### src/slurm16_pipeline_pkg.sv
/*
 * SLURM16 pipeline package
 * Widths, vector types, instruction constants and controller states
 * shared by the instruction-flow controller and the pipeline slots
 */

package slurm16_pipeline_pkg;

	localparam int BITS          = 16;		// Instruction and data width
	localparam int ADDRESS_BITS  = 16;		// Byte address width
	localparam int REGISTER_BITS = 4;		// Register index width
	localparam int IMM_BITS      = BITS * 3 / 4;	// Immediate prefix payload

	typedef logic [BITS - 1 : 0]          instr_t;
	typedef logic [ADDRESS_BITS - 1 : 0]  byte_addr_t;
	typedef logic [ADDRESS_BITS - 2 : 0]  word_addr_t;	// Byte address without bit 0
	typedef logic [IMM_BITS - 1 : 0]      imm_t;
	typedef logic [REGISTER_BITS - 1 : 0] reg_idx_t;

	// Top nibble of an imm prefix word
	localparam logic [3:0] IMM_OPCODE = 4'h1;

	// All-zero word, leaves imm prefix untouched
	localparam instr_t NOP_INSTRUCTION = '0;

	// Controller states
	typedef enum logic [3:0] {
		st_reset,
		st_pre_execute,
		st_execute,
		st_halt,
		st_stall1,		// Hazard with slot 1, three cycles
		st_stall2,		// Hazard with slot 2, two cycles
		st_stall3,		// Hazard with slot 3, one cycle
		st_ins_stall1,		// Miss, PC rewind
		st_ins_stall2		// Miss, wait for valid
	} ctrl_state_t;

endpackage

### src/decode_stage.sv
/*
 * Decode slot
 * Holds its instruction through hazard stalls, picks up the hazard
 * index from the outside decoder and builds the immediate prefix
 */

`timescale 1ns/100ps

module decode_stage (
	input  logic                              CLK,
	input  logic                              RSTb,
	input  slurm16_pipeline_pkg::ctrl_state_t state,
	input  logic                              load_pc_request,
	input  slurm16_pipeline_pkg::instr_t      instr_0,
	input  slurm16_pipeline_pkg::word_addr_t  pc_0,
	input  logic                              nop_0,
	input  slurm16_pipeline_pkg::reg_idx_t    hazard_reg0,
	input  logic                              modifies_flags0,
	output slurm16_pipeline_pkg::instr_t      instr_1,
	output slurm16_pipeline_pkg::word_addr_t  pc_1,
	output slurm16_pipeline_pkg::imm_t        imm_1,
	output logic                              nop_1,
	output slurm16_pipeline_pkg::reg_idx_t    hazard_reg1,
	output logic                              modifies_flags1,
	output slurm16_pipeline_pkg::imm_t        imm_reg
);

	logic hold;
	logic is_prefix;

	assign hold = (state == slurm16_pipeline_pkg::st_stall1) ||
		(state == slurm16_pipeline_pkg::st_stall2) ||
		(state == slurm16_pipeline_pkg::st_stall3);

	assign is_prefix = (instr_1[slurm16_pipeline_pkg::BITS - 1 -: 4] ==
		slurm16_pipeline_pkg::IMM_OPCODE);

	// Slot payload, frozen while a hazard stall runs
	always_ff @(posedge CLK) begin
		if (!hold) begin
			instr_1         <= instr_0;
			pc_1            <= pc_0;
			imm_1           <= imm_reg;	// Prefix seen so far
			hazard_reg1     <= hazard_reg0;
			modifies_flags1 <= modifies_flags0;
		end
	end

	// Bubble bit
	always_ff @(posedge CLK) begin
		if (!RSTb) begin
			nop_1 <= 1'b1;
		end else begin
			case (state)
				slurm16_pipeline_pkg::st_reset,
				slurm16_pipeline_pkg::st_pre_execute,
				slurm16_pipeline_pkg::st_halt,
				slurm16_pipeline_pkg::st_ins_stall1:	// Fetched word is stale on a miss
					nop_1 <= 1'b1;
				slurm16_pipeline_pkg::st_stall1,
				slurm16_pipeline_pkg::st_stall2,
				slurm16_pipeline_pkg::st_stall3:
					if (load_pc_request)
						nop_1 <= 1'b1;		// Otherwise keep held value
				default:
					nop_1 <= load_pc_request ? 1'b1 : nop_0;
			endcase
		end
	end

	// Immediate prefix register
	always_ff @(posedge CLK) begin
		if (!RSTb) begin
			imm_reg <= '0;
		end else if (!nop_1) begin
			if (is_prefix)
				imm_reg <= instr_1[slurm16_pipeline_pkg::IMM_BITS - 1 : 0];
			else if (instr_1 != slurm16_pipeline_pkg::NOP_INSTRUCTION)
				imm_reg <= '0;			// Prefix consumed
		end
	end

endmodule

### src/execute_retire_stages.sv
/*
 * Execute, memory and writeback slots
 * Carry instructions from decode to retirement along with hazard
 * tags, and pick up the condition result leaving execute
 */

`timescale 1ns/100ps

module execute_retire_stages (
	input  logic                              CLK,
	input  slurm16_pipeline_pkg::ctrl_state_t state,
	input  slurm16_pipeline_pkg::instr_t      instr_1,
	input  slurm16_pipeline_pkg::word_addr_t  pc_1,
	input  slurm16_pipeline_pkg::imm_t        imm_1,
	input  logic                              nop_1,
	input  slurm16_pipeline_pkg::reg_idx_t    hazard_reg1,
	input  logic                              modifies_flags1,
	input  logic                              cond_pass_in,
	output slurm16_pipeline_pkg::instr_t      pipeline_stage_2,
	output slurm16_pipeline_pkg::instr_t      pipeline_stage_3,
	output slurm16_pipeline_pkg::instr_t      pipeline_stage_4,
	output logic                              nop_2,
	output logic                              nop_3,
	output logic                              nop_stage_4,
	output slurm16_pipeline_pkg::reg_idx_t    hazard_reg2,
	output slurm16_pipeline_pkg::reg_idx_t    hazard_reg3,
	output logic                              modifies_flags2,
	output logic                              modifies_flags3,
	output slurm16_pipeline_pkg::byte_addr_t  pc_stage_4,
	output logic                              cond_pass_stage4
);

	slurm16_pipeline_pkg::word_addr_t pc_2;
	slurm16_pipeline_pkg::word_addr_t pc_3;
	slurm16_pipeline_pkg::word_addr_t pc_4;
	logic cond_pass_3;				// Condition of the word in the memory slot
	logic warm_up;					// Reset or pre-execute
	logic exec_bubble;

	assign warm_up = (state == slurm16_pipeline_pkg::st_reset) ||
		(state == slurm16_pipeline_pkg::st_pre_execute);

	// Execute also takes bubbles while halted or stalled
	assign exec_bubble = warm_up ||
		(state == slurm16_pipeline_pkg::st_halt) ||
		(state == slurm16_pipeline_pkg::st_stall1) ||
		(state == slurm16_pipeline_pkg::st_stall2) ||
		(state == slurm16_pipeline_pkg::st_stall3);

	always_ff @(posedge CLK) begin
		// Execute slot
		pipeline_stage_2 <= instr_1;
		pc_2             <= pc_1;
		hazard_reg2      <= hazard_reg1;
		modifies_flags2  <= modifies_flags1;
		nop_2            <= exec_bubble ? 1'b1 : nop_1;

		// Memory slot
		pipeline_stage_3 <= pipeline_stage_2;
		pc_3             <= pc_2;
		hazard_reg3      <= hazard_reg2;
		modifies_flags3  <= modifies_flags2;
		cond_pass_3      <= cond_pass_in;	// Condition leaves execute here
		nop_3            <= warm_up ? 1'b1 : nop_2;

		// Writeback slot
		pipeline_stage_4 <= pipeline_stage_3;
		pc_4             <= pc_3;
		cond_pass_stage4 <= cond_pass_3;
		nop_stage_4      <= warm_up ? 1'b1 : nop_3;
	end

	assign pc_stage_4 = {pc_4, 1'b0};		// Back to byte address

endmodule

### src/fetch_stage.sv
/*
 * Fetch slot
 * Captures the word returned by instruction memory with its address
 * and marks it as a bubble unless the pipeline is executing
 */

`timescale 1ns/100ps

module fetch_stage (
	input  logic                              CLK,
	input  slurm16_pipeline_pkg::ctrl_state_t state,
	input  logic                              load_pc_request,
	input  slurm16_pipeline_pkg::instr_t      instruction_in,
	input  slurm16_pipeline_pkg::word_addr_t  instruction_address_in,
	output slurm16_pipeline_pkg::instr_t      instr_0,
	output slurm16_pipeline_pkg::word_addr_t  pc_0,
	output logic                              nop_0
);

	// Payload, taken every cycle
	always_ff @(posedge CLK) begin
		instr_0 <= instruction_in;
		pc_0    <= instruction_address_in;
	end

	// Only st_execute delivers a live word
	always_ff @(posedge CLK) begin
		if (state != slurm16_pipeline_pkg::st_execute)
			nop_0 <= 1'b1;
		else
			nop_0 <= load_pc_request;	// Redirect kills the word behind the branch
	end

endmodule

### src/pipeline_control.sv
/*
 * Pipeline controller
 * State machine that sequences fetch, stalls on hazards and misses,
 * follows branch redirects and parks the CPU in halt until woken
 */

`timescale 1ns/100ps

module pipeline_control (
	input  logic                              CLK,
	input  logic                              RSTb,
	input  logic                              instruction_valid,
	input  logic                              hazard_1,
	input  logic                              hazard_2,
	input  logic                              hazard_3,
	input  logic                              load_pc_request,
	input  logic                              halt_request,
	input  logic                              wake_request,
	input  logic                              nop_0,
	input  logic                              nop_1,
	input  logic                              nop_2,
	input  logic                              nop_3,
	input  slurm16_pipeline_pkg::byte_addr_t  load_pc_address,
	output slurm16_pipeline_pkg::ctrl_state_t state,
	output logic                              instruction_request,
	output slurm16_pipeline_pkg::word_addr_t  instruction_address
);

	slurm16_pipeline_pkg::word_addr_t pc;
	slurm16_pipeline_pkg::word_addr_t prev_pc;	// Rewind point for stalls and misses
	slurm16_pipeline_pkg::word_addr_t branch_target;
	logic halt_latched;
	logic stall_1;
	logic stall_2;
	logic stall_3;

	assign branch_target = load_pc_address[slurm16_pipeline_pkg::ADDRESS_BITS - 1 : 1];

	// Hazards only count between two live instructions, and never under a branch
	assign stall_1 = hazard_1 && !load_pc_request && !nop_0 && !nop_1;
	assign stall_2 = hazard_2 && !load_pc_request && !nop_0 && !nop_2;
	assign stall_3 = hazard_3 && !load_pc_request && !nop_0 && !nop_3;

	// Memory is left free while halted
	assign instruction_request = (state != slurm16_pipeline_pkg::st_halt);
	assign instruction_address = pc;

	always_ff @(posedge CLK) begin
		if (!RSTb) begin
			state <= slurm16_pipeline_pkg::st_reset;
		end else begin
			case (state)
				slurm16_pipeline_pkg::st_reset:
					state <= slurm16_pipeline_pkg::st_pre_execute;
				slurm16_pipeline_pkg::st_pre_execute:
					state <= slurm16_pipeline_pkg::st_execute;
				slurm16_pipeline_pkg::st_halt:
					if (wake_request)
						state <= slurm16_pipeline_pkg::st_execute;
				slurm16_pipeline_pkg::st_execute: begin
					if (!instruction_valid)		// Miss wins over everything
						state <= slurm16_pipeline_pkg::st_ins_stall1;
					else if (stall_1)
						state <= slurm16_pipeline_pkg::st_stall1;
					else if (stall_2)
						state <= slurm16_pipeline_pkg::st_stall2;
					else if (stall_3)
						state <= slurm16_pipeline_pkg::st_stall3;
					else if (halt_latched)
						state <= slurm16_pipeline_pkg::st_halt;
				end
				slurm16_pipeline_pkg::st_stall1:
					state <= slurm16_pipeline_pkg::st_stall2;
				slurm16_pipeline_pkg::st_stall2:
					if (load_pc_request)		// Branch cuts the stall short
						state <= slurm16_pipeline_pkg::st_execute;
					else
						state <= slurm16_pipeline_pkg::st_stall3;
				slurm16_pipeline_pkg::st_stall3:
					state <= slurm16_pipeline_pkg::st_execute;
				slurm16_pipeline_pkg::st_ins_stall1:
					state <= slurm16_pipeline_pkg::st_ins_stall2;
				slurm16_pipeline_pkg::st_ins_stall2:
					if (instruction_valid)		// Miss resolved
						state <= slurm16_pipeline_pkg::st_execute;
				default:
					state <= slurm16_pipeline_pkg::st_reset;
			endcase
		end
	end

	// Program counter and rewind copy
	always_ff @(posedge CLK) begin
		if (!RSTb) begin
			pc      <= '0;
			prev_pc <= '0;
		end else begin
			case (state)
				slurm16_pipeline_pkg::st_reset: begin
					pc      <= '0;
					prev_pc <= '0;
				end
				slurm16_pipeline_pkg::st_pre_execute,
				slurm16_pipeline_pkg::st_execute: begin
					prev_pc <= pc;
					pc      <= load_pc_request ? branch_target : pc + 1'b1;
				end
				slurm16_pipeline_pkg::st_stall1,
				slurm16_pipeline_pkg::st_stall2,
				slurm16_pipeline_pkg::st_stall3,
				slurm16_pipeline_pkg::st_ins_stall1:
					pc <= load_pc_request ? branch_target : prev_pc;	// Refetch stalled word
				default:				// Halt and miss wait keep PC unless redirected
					if (load_pc_request)
						pc <= branch_target;
			endcase
		end
	end

	// Halt request is a pulse, hold it until halt is entered
	always_ff @(posedge CLK) begin
		if (!RSTb)
			halt_latched <= 1'b0;
		else if (state == slurm16_pipeline_pkg::st_halt)
			halt_latched <= 1'b0;
		else if (halt_request)
			halt_latched <= 1'b1;
	end

endmodule

### src/slurm16_pipeline.sv
/*
 * SLURM16 instruction-flow pipeline
 * Connects the controller and the five slots to instruction memory
 * and to the decode, execute and writeback logic of the CPU
 */

`timescale 1ns/100ps

module slurm16_pipeline (
	input  logic                             CLK,
	input  logic                             RSTb,
	// Instruction memory
	output logic                             instruction_request,
	input  logic                             instruction_valid,		// Low on a miss
	output slurm16_pipeline_pkg::word_addr_t instruction_address,
	input  slurm16_pipeline_pkg::instr_t     instruction_in,
	input  slurm16_pipeline_pkg::word_addr_t instruction_address_in,
	// Slot contents to the datapath
	output slurm16_pipeline_pkg::instr_t     pipeline_stage_0,
	output slurm16_pipeline_pkg::instr_t     pipeline_stage_1,
	output slurm16_pipeline_pkg::instr_t     pipeline_stage_2,
	output slurm16_pipeline_pkg::instr_t     pipeline_stage_3,
	output slurm16_pipeline_pkg::instr_t     pipeline_stage_4,
	output slurm16_pipeline_pkg::byte_addr_t pc_stage_4,
	output logic                             nop_stage_2,		// Execute must not change state
	output logic                             nop_stage_4,		// No writeback
	output slurm16_pipeline_pkg::imm_t       imm_reg,
	// Hazards
	input  logic                             hazard_1,
	input  logic                             hazard_2,
	input  logic                             hazard_3,
	input  slurm16_pipeline_pkg::reg_idx_t   hazard_reg0,
	input  logic                             modifies_flags0,
	output slurm16_pipeline_pkg::reg_idx_t   hazard_reg1,
	output slurm16_pipeline_pkg::reg_idx_t   hazard_reg2,
	output slurm16_pipeline_pkg::reg_idx_t   hazard_reg3,
	output logic                             modifies_flags1,
	output logic                             modifies_flags2,
	output logic                             modifies_flags3,
	// Control
	input  logic                             halt_request,
	input  logic                             wake_request,
	input  logic                             load_pc_request,		// Branch from execute
	input  slurm16_pipeline_pkg::byte_addr_t load_pc_address,
	input  logic                             cond_pass_in,
	output logic                             cond_pass_stage4
);

	slurm16_pipeline_pkg::ctrl_state_t state;
	slurm16_pipeline_pkg::word_addr_t  pc_0;
	slurm16_pipeline_pkg::word_addr_t  pc_1;
	slurm16_pipeline_pkg::imm_t        imm_1;
	logic nop_0;
	logic nop_1;
	logic nop_3;

	pipeline_control i_pipeline_control (
		.CLK                 (CLK),
		.RSTb                (RSTb),
		.instruction_valid   (instruction_valid),
		.hazard_1            (hazard_1),
		.hazard_2            (hazard_2),
		.hazard_3            (hazard_3),
		.load_pc_request     (load_pc_request),
		.halt_request        (halt_request),
		.wake_request        (wake_request),
		.nop_0               (nop_0),
		.nop_1               (nop_1),
		.nop_2               (nop_stage_2),
		.nop_3               (nop_3),
		.load_pc_address     (load_pc_address),
		.state               (state),
		.instruction_request (instruction_request),
		.instruction_address (instruction_address)
	);

	fetch_stage i_fetch_stage (
		.CLK                    (CLK),
		.state                  (state),
		.load_pc_request        (load_pc_request),
		.instruction_in         (instruction_in),
		.instruction_address_in (instruction_address_in),
		.instr_0                (pipeline_stage_0),
		.pc_0                   (pc_0),
		.nop_0                  (nop_0)
	);

	decode_stage i_decode_stage (
		.CLK             (CLK),
		.RSTb            (RSTb),
		.state           (state),
		.load_pc_request (load_pc_request),
		.instr_0         (pipeline_stage_0),
		.pc_0            (pc_0),
		.nop_0           (nop_0),
		.hazard_reg0     (hazard_reg0),
		.modifies_flags0 (modifies_flags0),
		.instr_1         (pipeline_stage_1),
		.pc_1            (pc_1),
		.imm_1           (imm_1),
		.nop_1           (nop_1),
		.hazard_reg1     (hazard_reg1),
		.modifies_flags1 (modifies_flags1),
		.imm_reg         (imm_reg)
	);

	execute_retire_stages i_execute_retire_stages (
		.CLK              (CLK),
		.state            (state),
		.instr_1          (pipeline_stage_1),
		.pc_1             (pc_1),
		.imm_1            (imm_1),
		.nop_1            (nop_1),
		.hazard_reg1      (hazard_reg1),
		.modifies_flags1  (modifies_flags1),
		.cond_pass_in     (cond_pass_in),
		.pipeline_stage_2 (pipeline_stage_2),
		.pipeline_stage_3 (pipeline_stage_3),
		.pipeline_stage_4 (pipeline_stage_4),
		.nop_2            (nop_stage_2),
		.nop_3            (nop_3),
		.nop_stage_4      (nop_stage_4),
		.hazard_reg2      (hazard_reg2),
		.hazard_reg3      (hazard_reg3),
		.modifies_flags2  (modifies_flags2),
		.modifies_flags3  (modifies_flags3),
		.pc_stage_4       (pc_stage_4),
		.cond_pass_stage4 (cond_pass_stage4)
	);

endmodule

### config.mk
export PLATFORM = sky130hd
export DESIGN_NAME = slurm16_pipeline
export DESIGN_NICKNAME = d
export VERILOG_FILES = /design/src/slurm16_pipeline_pkg.sv /design/src/decode_stage.sv /design/src/execute_retire_stages.sv /design/src/fetch_stage.sv /design/src/pipeline_control.sv /design/src/slurm16_pipeline.sv
export SDC_FILE = /design/constraint.sdc
export NUM_CORES = 1
export LEC_CHECK = 0
export BUFFER_PORTS_ARGS = -buffer_cell sky130_fd_sc_hd__buf_2
export CAP_MARGIN = 10
export CORE_UTILIZATION = 53
export CTS_CLUSTER_SIZE = 24
export DETAILED_ROUTE_END_ITERATION = 12
export GPL_TIMING_DRIVEN = 0
export MAX_ROUTING_LAYER = met4
export PLACE_DENSITY = 0.94
export SLEW_MARGIN = 10
export SYNTH_ARGS = -nofsm -noshare
export SYNTH_HDL_FRONTEND = slang
export SYNTH_SLANG_ARGS = --single-unit
### constraint.sdc
create_clock -name CLK -period 5.2 [get_ports CLK]
set_clock_uncertainty 0.2 [all_clocks]
set_input_delay 1.04 -clock CLK [delete_from_list [all_inputs] [get_ports CLK]]
set_output_delay 1.04 -clock CLK [all_outputs]
set_load 0.05 [all_outputs]
==> results.md <==
* Status: finished, final reports clean
* Synth warn at 0
* Clock transition at path regs at 0.06 ns
* Post CTS Setup Buffer Count at 0
* Async S/R FF share, synth at 0
* Ys flop type: dfxtp_1
* Starting density of the core at 0.545
* Max_cap viols at 0
* Placed inst area at 7420 µm²
* Slew Viols, Final at 0
* Fin nets at 748
* Rel. slew slack at 0.542
* DP HPWL at 10300 µm
* Post-Syn Area at 6220 µm²
* Setup TNS at 0 ns
* Worst Setup Start Kind: flip-flop
* Max IR drop VDD at 0.000404 V
* Wire length per cell at 17.7 µm
* Hold Buf Count CTS at 0
* GRT Total Usage at 0.245
* Routed Antenna Nets at 0
* CTS Buffer Depth at 3
* Syn Inst Count at 462
* Post-Route WL at 14900 µm
* Area delta synth->final at 31.2%
* Clock latency on the worst-skew pair at 0.48 ns
* Crit path DAT at 1.71 ns
* Hold Fails Final Rpt at 0
* Die area at 12200 µm²
* Slew @ Worst Pin at 0.678 ns
* Post-CTS resize count at 0
* Most numerous cell in the Yosys netlist: dfxtp_1
* Layout cells sized above 1 at 0.359
* CORE AREA at 11400 µm²
* Avg Cell Area, Syn at 13.5 µm²
* Min-Delay Path Class: reg2reg
* Final setup fails at 0
* Pwr Density at 498 nW/µm²
* Port-buffer cells at 199
* Crit end category: output port
* Final non-filler cell total at 843
* DP Cell Count at 805
* Total CTS buffers at 21
* Largest net degree at the start of global routing at 35
* Seq cells post-synth at 224
* DRC at 0
* RSZ-0062 raised after global routing: false
* ANT cells at 0
* P_leak at 3.57 nW
* CTS H-Tree Depth at 1
* Max Freq at 0.339 GHz
* Critical Path RT at 3.96 ns
* Seq/Total Area, Yosys at 0.779
* Max FO, Critical Path at 10
* Vias in the first global route at 4343
* Synth Net Count at 525
* Gr ovfl total at 0
* Die W at 110 µm
* GPL Wtd Cong at 0.857
* Iteration-0 DRC Markers at 503
* First-pass GRT wire length at 22100 µm
* Post-synth top area share at 0.605
* CTS sink cnt at 224
* Initial DRT Pass Iterations at 7
* Root Buffer: clkbuf_16
* Overall Power at 4.06 mW
* Crit Path Class: reg2out
* Synth top area cells: dfxtp_1 61%, edfxtp_1 17%, nor2_1 2.1%, a22oi_1 1.9%, nand2_1 1.6%
* Die Y-Extent at 110 µm
* Initial antenna violation count at 0
* DR vias at 4516
* Crit path time final at 2.95 ns
* Number of flops mapped to enable cells by yosys at 36
* I/O Pins at 204
* Commonest cells post-synth: 188 x dfxtp_1, 36 x edfxtp_1, 35 x nor2_1
* Largest area contributor in the netlist: dfxtp_1
* CTS tree: built
* Yosys cell types at 50
* Final Cell Area at 8160 µm²
* Worst hold slack at 0.122 ns
* Row cnt at 39
* Vias per std cell at 5.36
* Final Cycle Share at 0.567
-- logic make-up (layout without fill, tap and decap cells) --
group	after synthesis	count (layout)	share of synthesized area
muxes	1	1	0.00181
xor gates and xnor gates	11	11	0.0155
AOI/OAI and AO/OA	80	80	0.0899
buffers and inverters	27	265	0.0201
adders and majority gates	1	1	0.00201
and+or+nand+nor	117	117	0.0911
other	1	1	0.000603
DFF	224	224	0.779
-- path summary, 6_finish.rpt --
| check | slack, ns | startpoint | depth (start not counted) | to |
|---|---|---|---|---|
| setup reg to reg | 2.82 | i_decode_stage.instr_1[8]$_DFFE_PN_ | 6 | i_decode_stage.imm_reg[7]$_SDFFE_PN0P_ |
| hold reg to reg | 0.12 | i_execute_retire_stages.pc_2[11]$_DFF_P_ | 0 | i_execute_retire_stages.pc_3[11]$_DFF_P_ |
| hold / removal | 0.12 | i_execute_retire_stages.pc_2[11]$_DFF_P_ | 0 | i_execute_retire_stages.pc_3[11]$_DFF_P_ |
| setup / recovery | 2.25 | i_pipeline_control.state[3]$_SDFFE_PN0P_ | 6 | instruction_request |
-- cells in the final DEF (no fill, tap or decap), drive strengths merged, types with 8 or more instances in the layout --
| cell | instances |
|---|---|
| buf | 208 |
| dfxtp | 188 |
| clkbuf | 41 |
| edfxtp | 36 |
| nor2 | 36 |
| nand2 | 27 |
| nand3 | 20 |
| o21ai | 19 |
| a22oi | 16 |
| a21oi | 12 |
| a222oi | 10 |
| xor2 | 8 |
| inv | 8 |
-- area by class of cell --
type,instances,area (µm²)
plain buffers,21,103
inverters,6,22.5
flip-flops and latches,224,4840
clock inverters,10,131
fillers,771,3260
multi-input cells,211,1250
well taps,143,179
repair buffers,200,1020
clock buffers,28,614
-- through the flow --
step	setup slack (ns)	utilization
final	2.25	0.715
after global routing	2.17	0.715
after CTS	2.24	0.715
after detailed placement	2.42	0.650
after global placement	2.48	0.648
after floorplan	2.82	-
-- critical path: stages, from the launching register on --
cell and delay (ns):
dfxtp_1 0.29, buf_2 0.16, or2_1 0.23, buf_6 0.14, nor2_1 0.13, inv_1 0.07, buf_2 0.21
-- per-layer routing --
metal | GRT usage | vias to the layer above | part of all wire
met5 | - | - | 0
met4 | 0.0940 | 0 | 0.036
met3 | 0.0412 | 49 | 0.078
met2 | 0.431 | 280 | 0.51
met1 | 0.278 | 2110 | 0.37
li1 | - | 2077 | -
-- report_power, final --
group / internal (mW) / switching, mW
registers: 1.89 / 0.0656
logic: 0.105 / 0.394
clock network: 0.985 / 0.627
total: 2.98 / 1.09
Power figures use the tool's default switching activity.
